<file path="config.mk">
export PLATFORM = sky130hd
export DESIGN_NAME = hyper_xface
export DESIGN_NICKNAME = d
export VERILOG_FILES = /design/src/design/hyper_bus_pkg.sv /design/src/design/xface_pkg.sv /design/src/design/hyper_cmd_if.sv /design/src/design/hyper_bus_io.sv /design/src/design/hyper_request.sv /design/src/design/hyper_sequencer.sv /design/src/design/hyper_xface.sv
export SDC_FILE = /design/constraint.sdc
export NUM_CORES = 1
export LEC_CHECK = 0
export ABC_AREA = 1
export BUFFER_PORTS_ARGS = -buffer_cell sky130_fd_sc_hd__buf_2
export CAP_MARGIN = 20
export CORE_MARGIN = 2
export CORE_UTILIZATION = 45
export CTS_CLUSTER_DIAMETER = 80
export DETAILED_ROUTE_END_ITERATION = 6
export GPL_ROUTABILITY_DRIVEN = 0
export PLACE_DENSITY = 0.72
export SYNTH_ARGS = -nofsm -noshare
export SYNTH_HDL_FRONTEND = slang
export SYNTH_SLANG_ARGS = --single-unit
export TNS_END_PERCENT = 50
</file>
<file path="constraint.sdc">
create_clock -name clk -period 2.42 [get_ports clk]
set_clock_uncertainty 0.1 [all_clocks]
set_input_delay 0.484 -clock clk [delete_from_list [all_inputs] [get_ports clk]]
set_output_delay 0.484 -clock clk [all_outputs]
set_load 0.005 [all_outputs]
</file>
<file path="src/design/hyper_bus_pkg.sv">
// HyperRAM protocol types: command-address word, config register, latency codes and table
package hyper_bus_pkg;

  // Command-address fields, bit 47 first on the bus
  typedef struct packed {
    logic        rw;          // 1 read, 0 write
    logic        addr_space;  // 1 register space
    logic        linear;      // 1 linear burst
    logic [28:0] row_col;
    logic [12:0] reserved;
    logic [2:0]  low_col;
  } ca_fields_t;

  // Same 48 bits as sent over the byte lanes, words[2] goes first
  typedef union packed {
    ca_fields_t       fld;
    logic [2:0][15:0] words;
  } ca_word_t;

  typedef struct packed {
    logic [7:0] lat_2x;
    logic [7:0] lat_1x;
  } latency_t;

  typedef logic [3:0] lat_code_t;

  // Configuration register 0 in the core's dword address map
  localparam logic [31:0] CFG_REG0_ADDR = 32'h0000_0800;

  // Power-on latency of the device
  localparam latency_t LAT_DEFAULT = '{lat_2x: 8'h0A, lat_1x: 8'h07};

  // Config register latency field, bits 23:20 of the written word
  localparam lat_code_t LAT_CODE_166 = 4'h1;
  localparam lat_code_t LAT_CODE_133 = 4'h0;
  localparam lat_code_t LAT_CODE_100 = 4'hF;
  localparam lat_code_t LAT_CODE_83  = 4'hE;

  // Controller wait counts for each device latency code
  function automatic latency_t lat_from_code(input lat_code_t code, input latency_t cur);
    latency_t lat;
    case (code)
      LAT_CODE_166: lat = LAT_DEFAULT;
      LAT_CODE_133: lat = '{lat_2x: 8'h08, lat_1x: 8'h06};
      LAT_CODE_100: lat = '{lat_2x: 8'h06, lat_1x: 8'h05};
      LAT_CODE_83:  lat = '{lat_2x: 8'h04, lat_1x: 8'h04};
      default:      lat = cur;  // Unknown code, keep what we have
    endcase
    return lat;
  endfunction

endpackage

</file>
<file path="src/design/xface_pkg.sv">
// Core-side types: dword, byte and bus word, request kind
package xface_pkg;

  // User data word
  typedef logic [31:0] dword_t;

  // One DDR lane half
  typedef logic [7:0] byte_t;

  // Word moved per DRAM clock, rising byte on top
  typedef logic [15:0] bus_word_t;

  // What the accepted request turned into
  typedef enum logic [1:0] {
    mem_write = 2'd0,
    mem_read  = 2'd1,
    reg_write = 2'd2
  } req_kind_t;

endpackage

</file>
<file path="src/design/hyper_cmd_if.sv">
// Captured-request interface between request capture, sequencer and pin logic
`timescale 1ns/1ns

interface hyper_cmd_if import xface_pkg::*, hyper_bus_pkg::*; ();

  // From request capture
  logic      start;
  req_kind_t kind;
  ca_word_t  ca;
  dword_t    wr_data;
  latency_t  latency;

  // From sequencer
  logic [2:0] phase;       // One-hot CA word select
  logic [1:0] data_phase;  // Bit 0 high half, bit 1 low half
  logic       rd_dir;
  logic       busy;
  logic       lat_2x_hit;

  modport req (output start, kind, ca, wr_data, latency, input busy);
  modport seq (input start, kind, latency,
               output phase, data_phase, rd_dir, busy, lat_2x_hit);
  modport bus (input start, kind, ca, wr_data, phase, data_phase, rd_dir);

endinterface

</file>
<file path="src/design/hyper_bus_io.sv">
// Pin side: bus word mux, chip select, output enables and read data reassembly
`timescale 1ns/1ns

module hyper_bus_io import xface_pkg::*; (
  input  logic   clk,
  input  logic   reset,
  hyper_cmd_if.bus cmd,
  input  byte_t  dram_dq_in_ris,
  input  byte_t  dram_dq_in_fal,
  input  logic   dram_rwds_in_fal,
  output byte_t  dram_dq_out_ris,
  output byte_t  dram_dq_out_fal,
  output logic   dram_cs_l,
  output logic   dram_ck_en,
  output logic   dram_dq_oe_l,
  output logic   dram_rwds_oe_l,
  output logic   dram_rwds_out,
  output logic   rd_rdy,
  output dword_t rd_d,
  output logic   rd_done
);

  bus_word_t out_word;
  bus_word_t rd_hi;
  logic      rd_ping;
  logic      cs_l_nxt;
  logic      last_data;
  logic      in_ca;
  logic      is_read;

  // Word on the lanes this clock, zero while waiting
  always_comb begin
    if (cmd.phase[0]) begin
      out_word = cmd.ca.words[2];
    end else if (cmd.phase[1]) begin
      out_word = cmd.ca.words[1];
    end else if (cmd.phase[2]) begin
      out_word = cmd.ca.words[0];
    end else if (cmd.data_phase[0]) begin
      out_word = cmd.wr_data[31:16];
    end else if (cmd.data_phase[1]) begin
      out_word = cmd.wr_data[15:0];
    end else begin
      out_word = '0;
    end
  end

  assign dram_dq_out_ris = out_word[15:8];
  assign dram_dq_out_fal = out_word[7:0];
  assign dram_rwds_out   = 1'b0;  // No byte masking

  assign is_read   = (cmd.kind == mem_read);
  assign in_ca     = cmd.start | (|cmd.phase);
  assign last_data = cmd.data_phase[1] | (cmd.data_phase[0] & cmd.kind == reg_write);

  // Chip select holds low from start until the last word or read ready
  assign cs_l_nxt = ~(cmd.start | (~dram_cs_l & ~last_data & ~rd_rdy));

  // Second falling strobe completes the dword
  assign rd_done = cmd.rd_dir & dram_rwds_in_fal & rd_ping;

  // --------------------------------------------------------------------------
  // Registered pin controls
  // --------------------------------------------------------------------------
  always_ff @(posedge clk) begin
    if (reset) begin
      dram_cs_l      <= 1'b1;
      dram_ck_en     <= 1'b0;
      dram_dq_oe_l   <= 1'b1;
      dram_rwds_oe_l <= 1'b1;
      rd_rdy         <= 1'b0;
      rd_ping        <= 1'b0;
    end else begin
      dram_cs_l      <= cs_l_nxt;
      dram_ck_en     <= ~cs_l_nxt;
      dram_dq_oe_l   <= cs_l_nxt | (is_read & (cmd.phase[2] | cmd.rd_dir));
      // Device owns RWDS during CA, we drive it for memory write data
      dram_rwds_oe_l <= cs_l_nxt | (cmd.kind != mem_write) | in_ca;
      rd_rdy         <= rd_done;
      if (!cmd.rd_dir) begin
        rd_ping <= 1'b0;
      end else if (dram_rwds_in_fal) begin
        rd_ping <= ~rd_ping;
      end
    end
  end

  // Read data, first word kept until the second arrives
  always_ff @(posedge clk) begin
    if (cmd.rd_dir && dram_rwds_in_fal && !rd_ping) begin
      rd_hi <= {dram_dq_in_fal, dram_dq_in_ris};
    end
    if (rd_done) begin
      rd_d <= {rd_hi, dram_dq_in_fal, dram_dq_in_ris};
    end
  end

endmodule

</file>
<file path="src/design/hyper_request.sv">
// Request capture, command-address packing and latency register
`timescale 1ns/1ns

module hyper_request import xface_pkg::*, hyper_bus_pkg::*; (
  input  logic   clk,
  input  logic   reset,
  input  logic   rd_req,
  input  logic   wr_req,
  input  logic   mem_or_reg,
  input  dword_t addr,
  input  dword_t wr_d,
  hyper_cmd_if.req cmd
);

  logic      accept;
  req_kind_t kind_nxt;
  ca_word_t  ca_nxt;

  // Requests while busy are dropped
  assign accept = (rd_req | wr_req) & ~cmd.busy;

  // Register reads are not supported, so any read is a memory read
  always_comb begin
    if (rd_req) begin
      kind_nxt = mem_read;
    end else if (mem_or_reg) begin
      kind_nxt = reg_write;
    end else begin
      kind_nxt = mem_write;
    end
  end

  // ------------------------------------------------------------------------
  // CA word packing
  // ------------------------------------------------------------------------
  always_comb begin
    ca_nxt = '0;
    ca_nxt.fld.rw         = rd_req;
    ca_nxt.fld.addr_space = (kind_nxt == reg_write);
    ca_nxt.fld.linear     = 1'b1;
    if (kind_nxt == reg_write) begin
      // Registers are 16 bit wide, keep the word bit
      ca_nxt.fld.row_col = addr[31:3];
      ca_nxt.fld.low_col = addr[2:0];
    end else begin
      // Dword address, always the even half-word
      ca_nxt.fld.row_col = addr[30:2];
      ca_nxt.fld.low_col = {addr[1:0], 1'b0};
    end
  end

  always_ff @(posedge clk) begin
    if (reset) begin
      cmd.start   <= 1'b0;
      cmd.latency <= LAT_DEFAULT;
    end else begin
      cmd.start <= accept;
      // Track the device latency from config register 0 writes
      if (accept && kind_nxt == reg_write && addr == CFG_REG0_ADDR) begin
        cmd.latency <= lat_from_code(wr_d[23:20], cmd.latency);
      end
    end
  end

  // Request payload, held for the whole access
  always_ff @(posedge clk) begin
    if (accept) begin
      cmd.kind    <= kind_nxt;
      cmd.ca      <= ca_nxt;
      cmd.wr_data <= wr_d;
    end
  end

endmodule

</file>
<file path="src/design/hyper_sequencer.sv">
// Access sequencer: CA phase shifter, latency wait counter, busy and bus direction
`timescale 1ns/1ns

module hyper_sequencer import xface_pkg::*; #(
  parameter int WAIT_W = 6
) (
  input  logic clk,
  input  logic reset,
  input  logic dram_rwds_in_ris,
  input  logic rd_done,
  hyper_cmd_if.seq cmd
);

  logic              busy_q;
  logic [WAIT_W-1:0] wait_cnt;
  logic              wr_end;
  logic              is_mem_wr;
  logic              is_reg_wr;
  logic              wait_done;

  assign is_mem_wr = (cmd.kind == mem_write);
  assign is_reg_wr = (cmd.kind == reg_write);

  // Last wait cycle, data goes out next
  assign wait_done = (wait_cnt == WAIT_W'(1));

  // Busy rises with start so a back-to-back request is already blocked
  assign cmd.busy = cmd.start | busy_q;

  always_ff @(posedge clk) begin
    if (reset) begin
      cmd.phase      <= '0;
      cmd.data_phase <= '0;
      cmd.rd_dir     <= 1'b0;
      cmd.lat_2x_hit <= 1'b0;
      wait_cnt       <= '0;
      wr_end         <= 1'b0;
      busy_q         <= 1'b0;
    end else begin
      // Three CA words, one per clock
      cmd.phase      <= {cmd.phase[1:0], cmd.start};
      cmd.lat_2x_hit <= 1'b0;

      // ----------------------------------------------------------------------
      // Latency wait
      // ----------------------------------------------------------------------
      if (wait_cnt != '0) begin
        wait_cnt <= wait_cnt - 1'b1;
      end
      // Device holds RWDS high on the last CA cycle when it needs 2x
      if (cmd.phase[2] && is_mem_wr) begin
        if (dram_rwds_in_ris) begin
          wait_cnt       <= cmd.latency.lat_2x[WAIT_W-1:0];
          cmd.lat_2x_hit <= 1'b1;
        end else begin
          wait_cnt <= cmd.latency.lat_1x[WAIT_W-1:0];
        end
      end

      // Register writes have no latency, data right after CA
      cmd.data_phase[0] <= (cmd.phase[2] & is_reg_wr) | wait_done;
      cmd.data_phase[1] <= cmd.data_phase[0] & is_mem_wr;
      wr_end            <= cmd.data_phase[1] | (cmd.data_phase[0] & is_reg_wr);

      // Turn the bus around after CA, back when the dword is in
      if (cmd.phase[2] && cmd.kind == mem_read) begin
        cmd.rd_dir <= 1'b1;
      end else if (rd_done) begin
        cmd.rd_dir <= 1'b0;
      end

      // Writes end one clock after chip select rises
      if (cmd.start) begin
        busy_q <= 1'b1;
      end else if (wr_end || rd_done) begin
        busy_q <= 1'b0;
      end
    end
  end

endmodule

</file>
<file path="src/design/hyper_xface.sv">
// HyperRAM dword controller top: request capture, sequencer and pin logic
`timescale 1ns/1ns

module hyper_xface import xface_pkg::*; #(
  parameter int WAIT_W = 6
) (
  input  logic   clk,
  input  logic   reset,
  // User side
  input  logic   rd_req,
  input  logic   wr_req,
  input  logic   mem_or_reg,
  input  dword_t addr,
  input  dword_t wr_d,
  output dword_t rd_d,
  output logic   rd_rdy,
  output logic   busy,
  output logic   lat_2x,
  // DRAM side, split DDR lanes
  output logic   dram_rst_l,
  output logic   dram_ck_en,
  output logic   dram_cs_l,
  input  byte_t  dram_dq_in_ris,
  input  byte_t  dram_dq_in_fal,
  output byte_t  dram_dq_out_ris,
  output byte_t  dram_dq_out_fal,
  output logic   dram_dq_oe_l,
  input  logic   dram_rwds_in_ris,
  input  logic   dram_rwds_in_fal,
  output logic   dram_rwds_out,
  output logic   dram_rwds_oe_l
);

  logic rd_done;

  hyper_cmd_if cmd ();

  assign dram_rst_l = ~reset;
  assign busy       = cmd.busy;
  assign lat_2x     = cmd.lat_2x_hit;

  hyper_request u_request (
    .clk, .reset, .rd_req, .wr_req, .mem_or_reg, .addr, .wr_d,
    .cmd (cmd.req)
  );

  hyper_sequencer #(.WAIT_W(WAIT_W)) u_sequencer (
    .clk, .reset, .dram_rwds_in_ris, .rd_done,
    .cmd (cmd.seq)
  );

  hyper_bus_io u_bus_io (
    .clk, .reset, .cmd (cmd.bus),
    .dram_dq_in_ris, .dram_dq_in_fal, .dram_rwds_in_fal,
    .dram_dq_out_ris, .dram_dq_out_fal, .dram_cs_l, .dram_ck_en,
    .dram_dq_oe_l, .dram_rwds_oe_l, .dram_rwds_out, .rd_rdy, .rd_d, .rd_done
  );

endmodule

</file>
==> out/qor.yml <==
grt:
  grt_max_degree: 47
  grt_pass1_vias: 3949
  grt_usage_pct: 19.2
  grt.overflow.total: 0
  antenna_found_initial: 0
  grt_pass1_wl_um: 19200
drt:
  firstDrtPassIters: 4
  ant_nets: 0
  dr_total_vias: 4082
  drcViolationCount: 0
  avgRoutedWirePerCell_um: 15.1
  finalWirelength_um: 12500
  vias_per_cell: 4.92
  drt_iter0_drc: 222
synth:
  synth.distinct_cells: 40
  synthTopCellsByCount: "edfxtp_1, nand2_1, nor2_1, inv_1, o21ai_0"
  synthesis.nets: 582
  syn-cell-area_um2: 5680
  yosysWarnings: 0
  seq_area_frac_synth_pct: 69.6
  synth-edff-count: 115
  ys_seq_elements: 140
  synthArstFlopShare_pct: 0
  synth-main-ff-cell: "edfxtp_1"
  synth_top_cell_by_area: "edfxtp_1"
  synthTopCellsByArea: "edfxtp_1, dfxtp_1, nand2_1"
  yosysMostFrequentCell: "edfxtp_1"
  synth_top_area_share_pct: 60.8
  syn_area_per_cell_um2: 11.6
  synthCells: 492
timing:
  finalCritPeriodShare_pct: 94.7
  fin_crit_ns: 2.29
  fmax_mhz: 436
  slew_viol_final: 0
  timing_hold_violations_final: 0
  hold_slack_ns: 0.145
  setup_slack_ns: 0.128
  fin_tns_setup_ns: 0
  rsz0062_at_grt: "yes"
  finalSetupViolCount: 0
cts:
  cts_sinks: 140
  h-tree-depth: 4
  cts_buffers: 17
  cts_tree: "built"
  ctsRootBufferMaster: "clkbuf_16"
  cts-hold-fix-buffers: 0
  cts_buffer_depth: 2
  clock_latency_ns: 0.41
  clkTransAtPathRegs_ns: 0.06
min_path:
  worstHoldEndpoint: "u_request.cmd.wr_data[27]"
  hp-start: "wr_d[27]"
  hold_class: "in -> reg"
  min_path_cells: 1
power:
  p_clk_share_pct: 41.2
  comb_power_share_pct: 13.4
  ir_worst_vdd_mv: 0.561
  p_switching_mw: 1.61
  swShare_pct: 24.6
  seqPwrFrac_pct: 45.4
  power.density_nw_per_um2: 906
  leakage_nw: 2.99
  intPower_mw: 4.93
placement:
  numPortBuffers: 142
  post-place-ws_ns: 0.436
  hpwlAfterDp_um: 9190
floorplanning:
  core_area_um2: 12500
  fp.dieH_um: 116
  initial_core_util_pct: 45.6
  io_pins: 144
  dieArea_um2: 13500
  row_count: 41
  die_x_um: 116
setup_path:
  reg2reg_slack_ns: 0.86
  r2r_cells: 8
  r2r-end: "u_request.cmd.latency[11]"
  critPathMaxFanout: 14
  worstSetupStartpointType: "flip-flop"
  r2r_start: "u_request.cmd.start"
  cp.required_ns: 1.84
  crit_arrival_ns: 1.71
  criticalPathCategory: "reg -> out"
  worstSetupEndpointType: "output port"
run_status:
  status: "complete, no violations"
finish:
  nNetsFinal: 735
  finish.utilization_pct: 57.9
  diodes: 0
  drive_gt1_share_pct: 31.6
  fillers: 1024
  area_delta_synth_final_pct: 27.0
flow_run:
  timing.max_cap.violations: 0
## cell usage in the layout, fill, tap and decap left out, types with 2 or more instances in the layout
| master | n |
|---|---|
| a21oi_1 | 20 |
| a21oi_2 | 7 |
| a22o_1 | 12 |
| a22oi_1 | 3 |
| buf_12 | 2 |
| buf_2 | 142 |
| buf_4 | 5 |
| bufinv_16 | 4 |
| clkbuf_16 | 17 |
| clkinv_1 | 2 |
| clkinv_2 | 2 |
| clkinv_4 | 3 |
| clkinvlp_4 | 2 |
| dfxtp_1 | 23 |
| dfxtp_2 | 2 |
| edfxtp_1 | 115 |
| ha_1 | 3 |
| inv_1 | 41 |
| inv_2 | 6 |
| inv_6 | 2 |
| nand2_1 | 92 |
| nand2_2 | 2 |
| nand3_1 | 12 |
| nand4_1 | 2 |
| nor2_1 | 68 |
| nor2_2 | 5 |
| nor2_4 | 2 |
| nor3_1 | 4 |
| o211ai_1 | 3 |
| o21ai_0 | 33 |
| o21ai_1 | 3 |
| o31ai_1 | 2 |
| o41ai_1 | 2 |
| xnor2_1 | 2 |
| xor2_1 | 2 |
## cells by family after synthesis
kind of cell | after synthesis | synth area share, %
buffers and inverters | 63 | 4.82
other | 1 | 0.0660
adder cells (fa/ha/maj) | 3 | 0.661
AND/OR/NAND/NOR | 193 | 14.7
AO/OA/AOI/OAI | 88 | 9.60
XOR/XNOR | 4 | 0.617
flip-flops | 140 | 69.6
## critical path, cell delays in order, from the launching register on
cell     delay, ns
dfxtp_2       0.41
buf_4         0.24
a22oi_1       0.15
o21ai_0       0.31
buf_2         0.18
## power by group through the flow
stage	Clock [mW]	Combinational, mW	Sequential, mW
floorplan	0	0.573	2.97
global placement	0	0.831	3.01
detailed placement	0	0.870	3.01
CTS	2.73	0.881	2.97
global route	2.83	0.988	2.99
finish	2.70	0.877	2.97
## how the worst max path moves through the flow
| stage | from | end | slack [ns] |
|---|---|---|---|
| floorplan | rd_req | u_request.cmd.latency[11] | 0.12 |
| global placement | u_sequencer.cmd.phase[1] | dram_dq_out_ris[5] | 0.49 |
| detailed placement | u_sequencer.cmd.phase[1] | dram_dq_out_ris[5] | 0.44 |
| CTS | u_sequencer.cmd.data_phase[0] | dram_dq_out_ris[5] | 0.006 |
| global route | u_sequencer.cmd.data_phase[1] | dram_dq_out_ris[7] | 0.0003 |
| finish | u_sequencer.cmd.data_phase[0] | dram_dq_out_ris[5] | 0.13 |
## sequential cells by signal, summed over array words and instances (netlist names), 3 cells and up
name and cells:
u_sequencer.wait_cnt 6, u_request.cmd.ca 33, u_bus_io.rd_hi 16, u_request.cmd.wr_data 32, u_sequencer.cmd.phase 3, u_request.cmd.latency 3
u_bus_io.rd_d 32
## cell type report
cell class / instances / area [um2] / share of cell area [%]
clock buffers: 18 / 429 / 5.94
clock inverters: 14 / 193 / 2.67
inverters: 48 / 180 / 2.50
multi-input cells: 289 / 1460 / 20.2
flip-flops and latches: 140 / 3960 / 54.8
well taps: 172 / 215 / 2.98
repair buffers: 149 / 788 / 10.9
## stage by stage
step	total power [mW]	cell area (um2)	std cells
detailed placement	3.88	6580	797
finish	6.54	7220	830
CTS	6.58	7220	830
floorplan	3.55	5690	492
global placement	3.84	6580	797
global route	6.81	7220	830
## metal layers
| metal | up-vias | share of wire (%) | GRT usage, % |
|---|---|---|---|
| li1 | 1998 | - | - |
| met1 | 1888 | 44 | 24.4 |
| met2 | 172 | 46 | 30.4 |
| met3 | 24 | 6.9 | 5.71 |
| met4 | 0 | 2.4 | 8.57 |
| met5 | - | 0 | 0 |
## what timing repair did
action,CTS,global route
gates resized for setup,0,2
buffers inserted,1,0
hold endpoints to repair,0,0
pin swaps,1,0
setup endpoints to repair,1,7
Note: power is estimated with default switching activity, not from simulation.
